==> config.mk <==
export PLATFORM = sky130hd
export DESIGN_NAME = vtp_csr_top
export DESIGN_NICKNAME = d
export VERILOG_FILES = /design/src/common/vtp_pkg.sv /design/src/hdl/vtp_csr_top.sv /design/src/vtp_csr/vtp_csr.sv /design/src/hdl/stat_counter.sv
export SDC_FILE = /design/constraint.sdc
export NUM_CORES = 1
export LEC_CHECK = 0
export BUFFER_PORTS_ARGS = -buffer_cell sky130_fd_sc_hd__buf_2
export CAP_MARGIN = 15
export CORE_AREA = 2 2 167 169
export CTS_BUF_LIST = sky130_fd_sc_hd__clkbuf_4
export DETAILED_ROUTE_END_ITERATION = 16
export DIE_AREA = 0 0 169 171
export SLEW_MARGIN = 20
export SYNTH_ARGS = -nofsm -noshare
export SYNTH_HDL_FRONTEND = slang
export SYNTH_SLANG_ARGS = --single-unit
==> constraint.sdc <==
create_clock -name clk -period 5.1 [get_ports clk]
set_clock_uncertainty 0.1 [all_clocks]
set_input_delay 0.51 -clock clk [delete_from_list [all_inputs] [get_ports clk]]
set_output_delay 0.51 -clock clk [all_outputs]
set_load 0.01 [all_outputs]
==> src/common/vtp_pkg.sv <==
// VTP CSR package with the register map, field widths and the structs shared by the CSR blocks
`default_nettype none

package vtp_pkg;

    // Register space is a flat array of 64-bit entries
    localparam int csr_n_entries = 16;
    localparam int csr_idx_bits = $clog2(csr_n_entries);
    localparam int csr_data_bits = 64;

    // Statistics counters are split in two halves for the pipelined add
    localparam int stat_bits = 54;
    localparam int stat_low_bits = 27;
    localparam int stat_high_bits = stat_bits - stat_low_bits;
    localparam int stat_count = 6;

    // Physical and virtual addresses are carried as cache-line addresses
    localparam int cl_addr_bits = 42;

    // Block identifier, reported at indices 1 and 2
    localparam logic [127:0] vtp_block_uuid = 128'hc8a2982f_ff96_42bf_a705_45727f501901;

    // Register index map
    localparam logic [csr_idx_bits-1:0] csr_idx_dfh = 4'd0;
    localparam logic [csr_idx_bits-1:0] csr_idx_uuid_lo = 4'd1;
    localparam logic [csr_idx_bits-1:0] csr_idx_uuid_hi = 4'd2;
    localparam logic [csr_idx_bits-1:0] csr_idx_mode = 4'd3;
    localparam logic [csr_idx_bits-1:0] csr_idx_hit_4kb = 4'd4;
    localparam logic [csr_idx_bits-1:0] csr_idx_miss_4kb = 4'd5;
    localparam logic [csr_idx_bits-1:0] csr_idx_hit_2mb = 4'd6;
    localparam logic [csr_idx_bits-1:0] csr_idx_miss_2mb = 4'd7;
    localparam logic [csr_idx_bits-1:0] csr_idx_walk_busy = 4'd8;
    localparam logic [csr_idx_bits-1:0] csr_idx_failed = 4'd9;
    localparam logic [csr_idx_bits-1:0] csr_idx_last_vaddr = 4'd10;
    localparam logic [csr_idx_bits-1:0] csr_idx_pt_base = 4'd11;
    localparam logic [csr_idx_bits-1:0] csr_idx_inval_page = 4'd12;
    localparam logic [csr_idx_bits-1:0] csr_idx_xlate_buf = 4'd13;
    localparam logic [csr_idx_bits-1:0] csr_idx_xlate_rsp = 4'd14;

    // Index 15 has no entry and falls to the default arm of each decode
    typedef enum logic [csr_idx_bits-1:0] {
        idx_dfh = csr_idx_dfh,
        idx_uuid_lo = csr_idx_uuid_lo,
        idx_uuid_hi = csr_idx_uuid_hi,
        idx_mode = csr_idx_mode,
        idx_hit_4kb = csr_idx_hit_4kb,
        idx_miss_4kb = csr_idx_miss_4kb,
        idx_hit_2mb = csr_idx_hit_2mb,
        idx_miss_2mb = csr_idx_miss_2mb,
        idx_walk_busy = csr_idx_walk_busy,
        idx_failed = csr_idx_failed,
        idx_last_vaddr = csr_idx_last_vaddr,
        idx_pt_base = csr_idx_pt_base,
        idx_inval_page = csr_idx_inval_page,
        idx_xlate_buf = csr_idx_xlate_buf,
        idx_xlate_rsp = csr_idx_xlate_rsp
    } csr_index_e;

    // Host-written mode, enabled sits in bit 0 of the written data
    typedef struct packed {
        logic [1:0] reserved;
        logic inval_translation_cache;
        logic enabled;
    } vtp_in_mode_t;

    // Mode as reported back by the translation engine
    typedef struct packed {
        logic sw_translation_service;
        logic no_hw_page_walker;
        logic enabled;
    } vtp_out_mode_t;

    typedef struct packed {
        logic rd_req_en;
        logic wr_req_en;
        logic [csr_idx_bits-1:0] idx;
        logic [csr_data_bits-1:0] wr_data;
    } csr_req_t;

    typedef struct packed {
        logic rd_rsp_valid;
        logic [csr_data_bits-1:0] rd_data;
    } csr_rsp_t;

    // One strobe per TLB lookup outcome
    typedef struct packed {
        logic hit_4kb;
        logic miss_4kb;
        logic hit_2mb;
        logic miss_2mb;
    } tlb_events_t;

    typedef struct packed {
        logic busy;
        logic failed_translation;
        logic [cl_addr_bits-1:0] last_vaddr;
    } walk_events_t;

    // Control outputs toward the engine, the pulse valids last one cycle
    typedef struct packed {
        vtp_in_mode_t in_mode;
        logic [cl_addr_bits-1:0] page_table_base;
        logic page_table_base_valid;
        logic [cl_addr_bits-1:0] inval_page;
        logic inval_page_valid;
        logic [cl_addr_bits-1:0] xlate_buf_paddr;
        logic xlate_buf_paddr_valid;
        logic [cl_addr_bits-1:0] xlate_rsp;
        logic xlate_rsp_valid;
    } vtp_ctrl_t;

endpackage

`default_nettype wire
==> src/hdl/vtp_csr_top.sv <==
// VTP CSR top level that connects the host register port and the engine signals to the register block
`timescale 1ns/100ps
`default_nettype none

module vtp_csr_top
#(
    parameter int enable_vtp = 0
)
(
    input wire logic clk,
    input wire logic reset,

    // Host register port, mapped into MMIO space outside this block
    input wire vtp_pkg::csr_req_t csr_req,
    output vtp_pkg::csr_rsp_t csr_rsp,
    input wire logic [vtp_pkg::csr_data_bits-1:0] dfh_value,

    // Translation engine, TLB and page walker side
    input wire vtp_pkg::tlb_events_t tlb_events,
    input wire vtp_pkg::walk_events_t walk_events,
    input wire vtp_pkg::vtp_out_mode_t out_mode,
    output vtp_pkg::vtp_ctrl_t ctrl
);

    // No registers here, so port latency is that of the register block
    vtp_csr
    #(
        .enable_vtp(enable_vtp)
    )
    vtp_csr_inst
    (
        .clk(clk),
        .reset(reset),
        .csr_req(csr_req),
        .csr_rsp(csr_rsp),
        .dfh_value(dfh_value),
        .tlb_events(tlb_events),
        .walk_events(walk_events),
        .out_mode(out_mode),
        .ctrl(ctrl)
    );

endmodule

`default_nettype wire

==> src/vtp_csr/vtp_csr.sv <==
// VTP register block that decodes host reads, applies host writes and keeps the event statistics
`timescale 1ns/100ps
`default_nettype none

module vtp_csr
#(
    parameter int enable_vtp = 0
)
(
    input wire logic clk,
    input wire logic reset,

    // Generic indexed register port
    input wire vtp_pkg::csr_req_t csr_req,
    output vtp_pkg::csr_rsp_t csr_rsp,

    // Header value supplied by the host, since only the host knows the MMIO layout
    input wire logic [vtp_pkg::csr_data_bits-1:0] dfh_value,

    // Engine side
    input wire vtp_pkg::tlb_events_t tlb_events,
    input wire vtp_pkg::walk_events_t walk_events,
    input wire vtp_pkg::vtp_out_mode_t out_mode,
    output vtp_pkg::vtp_ctrl_t ctrl
);

    // Identifier reads as zero when the shim is compiled out
    logic [127:0] block_uuid;
    assign block_uuid = (enable_vtp != 0) ? vtp_pkg::vtp_block_uuid : '0;

    // Event strobes in register order, starting at csr_idx_hit_4kb
    logic [vtp_pkg::stat_count-1:0] stat_incr;
    logic [vtp_pkg::stat_count-1:0][vtp_pkg::stat_bits-1:0] stat_value;

    assign stat_incr = {walk_events.failed_translation,
                        walk_events.busy,
                        tlb_events.miss_2mb,
                        tlb_events.hit_2mb,
                        tlb_events.miss_4kb,
                        tlb_events.hit_4kb};

    generate
        if (enable_vtp != 0)
        begin : gen_stats
            for (genvar i = 0; i < vtp_pkg::stat_count; i++)
            begin : gen_ctr
                stat_counter stat_counter_inst
                (
                    .clk(clk),
                    .reset(reset),
                    .incr(stat_incr[i]),
                    .value(stat_value[i])
                );
            end
        end
        else
        begin : gen_no_stats
            // No counters are built, all statistics read as zero
            assign stat_value = '0;
        end
    endgenerate

    // Zero-extended views of the narrower sources for the read mux
    logic [vtp_pkg::stat_count-1:0][vtp_pkg::csr_data_bits-1:0] stat_word;
    logic [vtp_pkg::csr_data_bits-1:0] mode_word;
    logic [vtp_pkg::csr_data_bits-1:0] vaddr_word;

    always_comb
    begin
        for (int i = 0; i < vtp_pkg::stat_count; i++)
        begin
            stat_word[i] = {{(vtp_pkg::csr_data_bits - vtp_pkg::stat_bits){1'b0}},
                            stat_value[i]};
        end
    end

    assign mode_word = {{(vtp_pkg::csr_data_bits - $bits(vtp_pkg::vtp_out_mode_t)){1'b0}},
                        out_mode};
    assign vaddr_word = {{(vtp_pkg::csr_data_bits - vtp_pkg::cl_addr_bits){1'b0}},
                         walk_events.last_vaddr};

    // Read path
    // The mux runs every cycle and the valid strobe follows the request by one cycle
    always_ff @(posedge clk)
    begin
        csr_rsp.rd_rsp_valid <= csr_req.rd_req_en;

        case (vtp_pkg::csr_index_e'(csr_req.idx))
            vtp_pkg::idx_dfh: csr_rsp.rd_data <= dfh_value;
            vtp_pkg::idx_uuid_lo: csr_rsp.rd_data <= block_uuid[63:0];
            vtp_pkg::idx_uuid_hi: csr_rsp.rd_data <= block_uuid[127:64];
            vtp_pkg::idx_mode: csr_rsp.rd_data <= mode_word;
            vtp_pkg::idx_hit_4kb: csr_rsp.rd_data <= stat_word[0];
            vtp_pkg::idx_miss_4kb: csr_rsp.rd_data <= stat_word[1];
            vtp_pkg::idx_hit_2mb: csr_rsp.rd_data <= stat_word[2];
            vtp_pkg::idx_miss_2mb: csr_rsp.rd_data <= stat_word[3];
            vtp_pkg::idx_walk_busy: csr_rsp.rd_data <= stat_word[4];
            vtp_pkg::idx_failed: csr_rsp.rd_data <= stat_word[5];
            vtp_pkg::idx_last_vaddr: csr_rsp.rd_data <= vaddr_word;
            // Write-only entries and index 15 read back as zero
            default: csr_rsp.rd_data <= '0;
        endcase

        if (reset)
        begin
            csr_rsp.rd_rsp_valid <= 1'b0;
        end
    end

    // Write path
    // One buffer stage so the index compare does not sit on the host's timing path
    logic wr_req_en_q;
    logic [vtp_pkg::csr_idx_bits-1:0] wr_idx_q;
    logic [vtp_pkg::cl_addr_bits-1:0] wr_data_q;

    always_ff @(posedge clk)
    begin
        wr_req_en_q <= csr_req.wr_req_en;
        wr_idx_q <= csr_req.idx;
        // Only the address-sized low bits of written data feed any register
        wr_data_q <= csr_req.wr_data[vtp_pkg::cl_addr_bits-1:0];

        if (reset)
        begin
            wr_req_en_q <= 1'b0;
        end
    end

    // Decoded write targets, at most one is high
    logic wr_mode;
    logic wr_pt_base;
    logic wr_inval_page;
    logic wr_xlate_buf;
    logic wr_xlate_rsp;

    always_comb
    begin
        wr_mode = 1'b0;
        wr_pt_base = 1'b0;
        wr_inval_page = 1'b0;
        wr_xlate_buf = 1'b0;
        wr_xlate_rsp = 1'b0;

        // Read-only and unused entries fall through and change nothing
        case (vtp_pkg::csr_index_e'(wr_idx_q))
            vtp_pkg::idx_mode: wr_mode = wr_req_en_q;
            vtp_pkg::idx_pt_base: wr_pt_base = wr_req_en_q;
            vtp_pkg::idx_inval_page: wr_inval_page = wr_req_en_q;
            vtp_pkg::idx_xlate_buf: wr_xlate_buf = wr_req_en_q;
            vtp_pkg::idx_xlate_rsp: wr_xlate_rsp = wr_req_en_q;
            default: ;
        endcase
    end

    always_ff @(posedge clk)
    begin
        if (wr_mode)
        begin
            ctrl.in_mode <=
                vtp_pkg::vtp_in_mode_t'(wr_data_q[$bits(vtp_pkg::vtp_in_mode_t)-1:0]);
        end
        else
        begin
            // Cache flush is a request, so it drops after one cycle
            ctrl.in_mode.inval_translation_cache <= 1'b0;
        end

        // Page table base stays valid once it has been written
        if (wr_pt_base)
        begin
            ctrl.page_table_base <= wr_data_q;
            ctrl.page_table_base_valid <= 1'b1;
        end

        // The three commands carry their address with a one-cycle valid
        ctrl.inval_page <= wr_data_q;
        ctrl.inval_page_valid <= wr_inval_page;
        ctrl.xlate_buf_paddr <= wr_data_q;
        ctrl.xlate_buf_paddr_valid <= wr_xlate_buf;
        ctrl.xlate_rsp <= wr_data_q;
        ctrl.xlate_rsp_valid <= wr_xlate_rsp;

        if (reset)
        begin
            ctrl.in_mode <= '0;
            ctrl.page_table_base_valid <= 1'b0;
            ctrl.inval_page_valid <= 1'b0;
            ctrl.xlate_buf_paddr_valid <= 1'b0;
            ctrl.xlate_rsp_valid <= 1'b0;
        end
    end

    // The host never reads and writes in the same cycle
    a_no_rd_wr_overlap: assert property (
        @(posedge clk) disable iff (reset)
        !(csr_req.rd_req_en && csr_req.wr_req_en))
    else
        $error("read and write requested in the same cycle");

    // A pulse held for two cycles needs two writes to its index back to back
    // The requests sit two and three edges behind the pulse at the host port
    a_flush_pulse: assert property (
        @(posedge clk) disable iff (reset)
        ctrl.in_mode.inval_translation_cache && $past(ctrl.in_mode.inval_translation_cache)
        |-> $past(csr_req.wr_req_en && csr_req.idx == vtp_pkg::csr_idx_mode, 2)
            && $past(csr_req.wr_req_en && csr_req.idx == vtp_pkg::csr_idx_mode, 3))
    else
        $error("cache flush held without back-to-back writes");

    a_inval_pulse: assert property (
        @(posedge clk) disable iff (reset)
        ctrl.inval_page_valid && $past(ctrl.inval_page_valid)
        |-> $past(csr_req.wr_req_en && csr_req.idx == vtp_pkg::csr_idx_inval_page, 2)
            && $past(csr_req.wr_req_en && csr_req.idx == vtp_pkg::csr_idx_inval_page, 3))
    else
        $error("inval_page_valid held without back-to-back writes");

    a_xlate_buf_pulse: assert property (
        @(posedge clk) disable iff (reset)
        ctrl.xlate_buf_paddr_valid && $past(ctrl.xlate_buf_paddr_valid)
        |-> $past(csr_req.wr_req_en && csr_req.idx == vtp_pkg::csr_idx_xlate_buf, 2)
            && $past(csr_req.wr_req_en && csr_req.idx == vtp_pkg::csr_idx_xlate_buf, 3))
    else
        $error("xlate_buf_paddr_valid held without back-to-back writes");

    a_xlate_rsp_pulse: assert property (
        @(posedge clk) disable iff (reset)
        ctrl.xlate_rsp_valid && $past(ctrl.xlate_rsp_valid)
        |-> $past(csr_req.wr_req_en && csr_req.idx == vtp_pkg::csr_idx_xlate_rsp, 2)
            && $past(csr_req.wr_req_en && csr_req.idx == vtp_pkg::csr_idx_xlate_rsp, 3))
    else
        $error("xlate_rsp_valid held without back-to-back writes");

endmodule

`default_nettype wire

==> src/hdl/stat_counter.sv <==
// Statistics counter that accumulates a one-bit event strobe over a two-stage split add
`timescale 1ns/100ps
`default_nettype none

module stat_counter
(
    input wire logic clk,
    input wire logic reset,
    input wire logic incr,
    output logic [vtp_pkg::stat_bits-1:0] value
);

    // Strobe registered once so the adder sees a flop at its input
    logic incr_q;

    // Lower half and the carry it produces
    logic [vtp_pkg::stat_low_bits-1:0] low_q;
    logic carry_q;

    // Upper half trails the lower half by one cycle
    logic [vtp_pkg::stat_high_bits-1:0] high_q;

    // Copy of the lower half delayed to line up with the upper half
    logic [vtp_pkg::stat_low_bits-1:0] low_aligned_q;

    always_ff @(posedge clk)
    begin
        if (reset)
        begin
            incr_q <= 1'b0;
            low_q <= '0;
            carry_q <= 1'b0;
            high_q <= '0;
            low_aligned_q <= '0;
        end
        else
        begin
            incr_q <= incr;
            {carry_q, low_q} <= {1'b0, low_q} + {{vtp_pkg::stat_low_bits{1'b0}}, incr_q};
            // Carry out of the lower half lands here one cycle after it was made
            high_q <= high_q + {{(vtp_pkg::stat_high_bits-1){1'b0}}, carry_q};
            low_aligned_q <= low_q;
        end
    end

    // Both halves come from the same add, so a wrap of the lower half
    // never shows up before its carry does
    assign value = {high_q, low_aligned_q};

    // The split halves must never make the visible total step backwards
    a_value_monotonic: assert property (
        @(posedge clk) disable iff (reset)
        !$past(reset) |-> value >= $past(value))
    else
        $error("stat_counter value went backwards");

endmodule

`default_nettype wire

==> summary.md <==
| Metric | Value |
|---|---|
| Fin nets | `1096` |
| Synth area leader | `dfxtp_1` |
| YS warnings | `0` |
| CTS tree | `done` |
| Ys flop type | `dfxtp_1` |
| RSZ-0062 raised after global routing | `no` |
| Number of synthesized flops with an enable pin | `42` |
| Remaining antenna violation count | `0` |
| Post-Syn Area | `5910 um2` |
| R2R Path Start | `vtp_csr_inst.wr_idx_q[0]$_DFF_P_` |
| Sequential power share | `50.7%` |
| Achievable Freq | `0.382 GHz` |
| Post-synthesis sequential area ratio | `76.2%` |
| Int Power | `2.63 mW` |
| Comb pwr share | `8.5%` |
| Drt initial violations | `118` |
| Io pins | `428` |
| Top Layer Used | `met4` |
| VDD IR-drop max | `181 uV` |
| Req. time, crit path | `5570 ps` |
| Core area | `27300 um2` |
| Vias in the first global route | `5103` |
| Clk buf depth | `3` |
| Setup TNS | `0 ps` |
| Power Density | `343 nW/um2` |
| Starting density of the core | `21.6%` |
| CTS buffer count | `53` |
| Crit path time final | `2610 ps` |
| Most frequent cells in the layout | `buf_2, dfxtp_1, dlygate4sd3_1` |
| Area delta synth->final | `68.6%` |
| Vias post-DR | `4984` |
| Crit end category | `flip-flop` |
| Worst setup path class | `in2reg` |
| Total grt overflow | `0` |
| DRT met1 WL | `7.11 mm` |
| Die X | `169 um` |
| FF-to-FF End | `vtp_csr_inst.ctrl[149]$_DFFE_PP_` |
| Syn Inst Count | `392` |
| Yosys cell types | `21` |
| Hold slack final | `244 ps` |
| First-pass GRT wire length | `26.7 mm` |
| Final hold violation count | `0` |
| Num rows | `61` |
| Commonest non-fill, non-tap cell in the layout | `buf_2` |
| Status | `completed` |
| Drt pass-1 iters | `4` |
| Root Driver | `clkbuf_4` |
| Drt total wl | `19.1 mm` |
| Crit path max fanout | `58` |
| Wirelength per Cell | `14.7 um` |
| Slew HR | `57.4%` |
| Fraction of registers with async set or reset after synthesis | `0%` |
| DP Wirelength | `12.5 mm` |
| Leak Pwr | `4.89 nW` |
| Crit path DAT | `3080 ps` |
| Worst-margin pin slew | `631 ps` |
| Net count after synthesis | `579` |
| Worst Reg-to-Reg Cells | `3` |
| Max-Cap Viols | `0` |
| Share of the synthesized area in the top cell type | `54.9%` |
| Port buffer count | `399` |
| Gpl congestion | `0.745` |
| Synthesized area per cell | `15.1 um2` |
| Fin. max-slew vios | `0` |
| Period Utilization, post-route | `51.3%` |
| Die area | `28900 um2` |
| Die height | `171 um` |
| Sw Share | `23.1%` |
| Clk pwr share | `40.8%` |
| Clock Sink Count | `204` |
| Met3 wire length | `1.89 mm` |
| Post-CTS setup buffers | `0` |
| Worst hold path type | `reg2reg` |
| Number of synthesized register bits | `204` |
| Via density per instance | `3.83` |
| # DRC | `0` |
| Setup violators final | `0` |
| Clock transition at the registers of the reported paths | `70 ps` |
| Share of cells above drive strength 1 | `52.0%` |
| Crit path to | `vtp_csr_inst.csr_rsp[1]$_DFF_P_` |
| Met2 WL | `9.52 mm` |
| Switching pwr | `790 uW` |
| Clk_lat worst skew | `620 ps` |
| Reg-to-reg setup timing slack | `3380 ps` |
| Initial antenna violation count | `2` |
| Nature of the critical path startpoint | `primary input` |
| Number of H-tree levels | `2` |
| Ranking of synthesized cells by area | `dfxtp_1, edfxtp_1, buf_4, a22o_1, and2_1` |
| Largest net degree at the start of global routing | `59` |
| Worst setup path start | `csr_req[65]` |
| GR Util All Layers | `12.1%` |
cell families after synthesis:
family                 Yosys count  share of synthesized area [%]
AND/OR/NAND/NOR                 42                           4.97
flip-flops                     204                           76.2
AO/OA/AOI/OAI                   43                           6.39
multiplexers                     3                          0.508
buffers and inverters          100                           11.9
cell type report:
cell class	instances	area, um2
clock inverter	13	55.1
timing repair buffer	559	3600
multi-input combinational	88	718
sequential	204	4500
inverter	3	11.3
antenna	2	5.00
clock buffer	85	638
tap	346	433
fill	2654	17400
critical path, cell delays in order:
cell and delay [ps]:
dlygate4sd3_1 550, buf_2 170, nor4_4 390, buf_4 550
a222oi_1 200, dlygate4sd3_1 640, inv_1 50
routing by layer:
| metal | track usage, % | vias to the layer above |
|---|---|---|
| met2 | 21.9 | 335 |
| met3 | 4.72 | 50 |
| met4 | 5.61 | 0 |
| met5 | 0 | - |
| met1 | 12.4 | 2267 |
| li1 | - | 2332 |
cell usage after synthesis (3+ instances only):
cell,n
a222oi_1,3
a22o_1,39
and2_1,22
and3b_1,3
buf_2,8
buf_4,85
clkbuf_1,4
dfxtp_1,162
edfxtp_1,42
inv_1,3
mux2i_1,3
nand2b_1,6
worst min path at each step:
stage	start	endpoint	cells after the start
CTS	vtp_csr_inst.wr_data_q[36]$_DFF_P_	vtp_csr_inst.ctrl[123]$_DFF_P_	0
detailed placement	vtp_csr_inst.wr_data_q[40]$_DFF_P_	vtp_csr_inst.ctrl[127]$_DFF_P_	0
global route	vtp_csr_inst.wr_data_q[36]$_DFF_P_	vtp_csr_inst.ctrl[123]$_DFF_P_	0
floorplan	vtp_csr_inst.wr_data_q[13]$_DFF_P_	vtp_csr_inst.ctrl[100]$_DFF_P_	0
finish	vtp_csr_inst.wr_data_q[36]$_DFF_P_	vtp_csr_inst.ctrl[123]$_DFF_P_	0
global placement	vtp_csr_inst.wr_data_q[21]$_DFF_P_	vtp_csr_inst.ctrl[108]$_DFF_P_	0
per-stage QoR:
stage	instances	power, mW	setup slack (ps)	area, um2	util [%]
6_report	1300	3.42	2490	9970	36.5
2_1_floorplan	392	1.87	3010	5910	-
3_3_place_gp	1042	1.97	3020	7680	28.1
5_1_grt	1300	3.60	2430	9970	36.5
3_5_place_dp	1042	1.97	3010	7680	28.1
4_1_cts	1297	3.48	2630	9940	36.4
sequential cells by signal (all words and copies together) (netlist names):
| name | count |
|---|---|
| vtp_csr_inst.wr_req_en_q | 1 |
| vtp_csr_inst.wr_idx_q | 4 |
| vtp_csr_inst.ctrl | 92 |
| vtp_csr_inst.wr_data_q | 42 |
| vtp_csr_inst.csr_rsp | 65 |
power groups by stage:
stage / Clock, mW / Sequential, mW / Combinational [mW]
final: 1.39 / 1.73 / 0.291
after global routing: 1.54 / 1.74 / 0.313
after floorplan: 0 / 1.78 / 0.0897
after detailed placement: 0 / 1.77 / 0.202
after CTS: 1.46 / 1.73 / 0.286
after global placement: 0 / 1.77 / 0.201
repair_timing:
item / in CTS / in global routing
gates resized for setup: 0 / 0
hold endpoints to repair: 113 / 0
hold buffers: 157 / 0
Power figures use the tool's default switching activity.
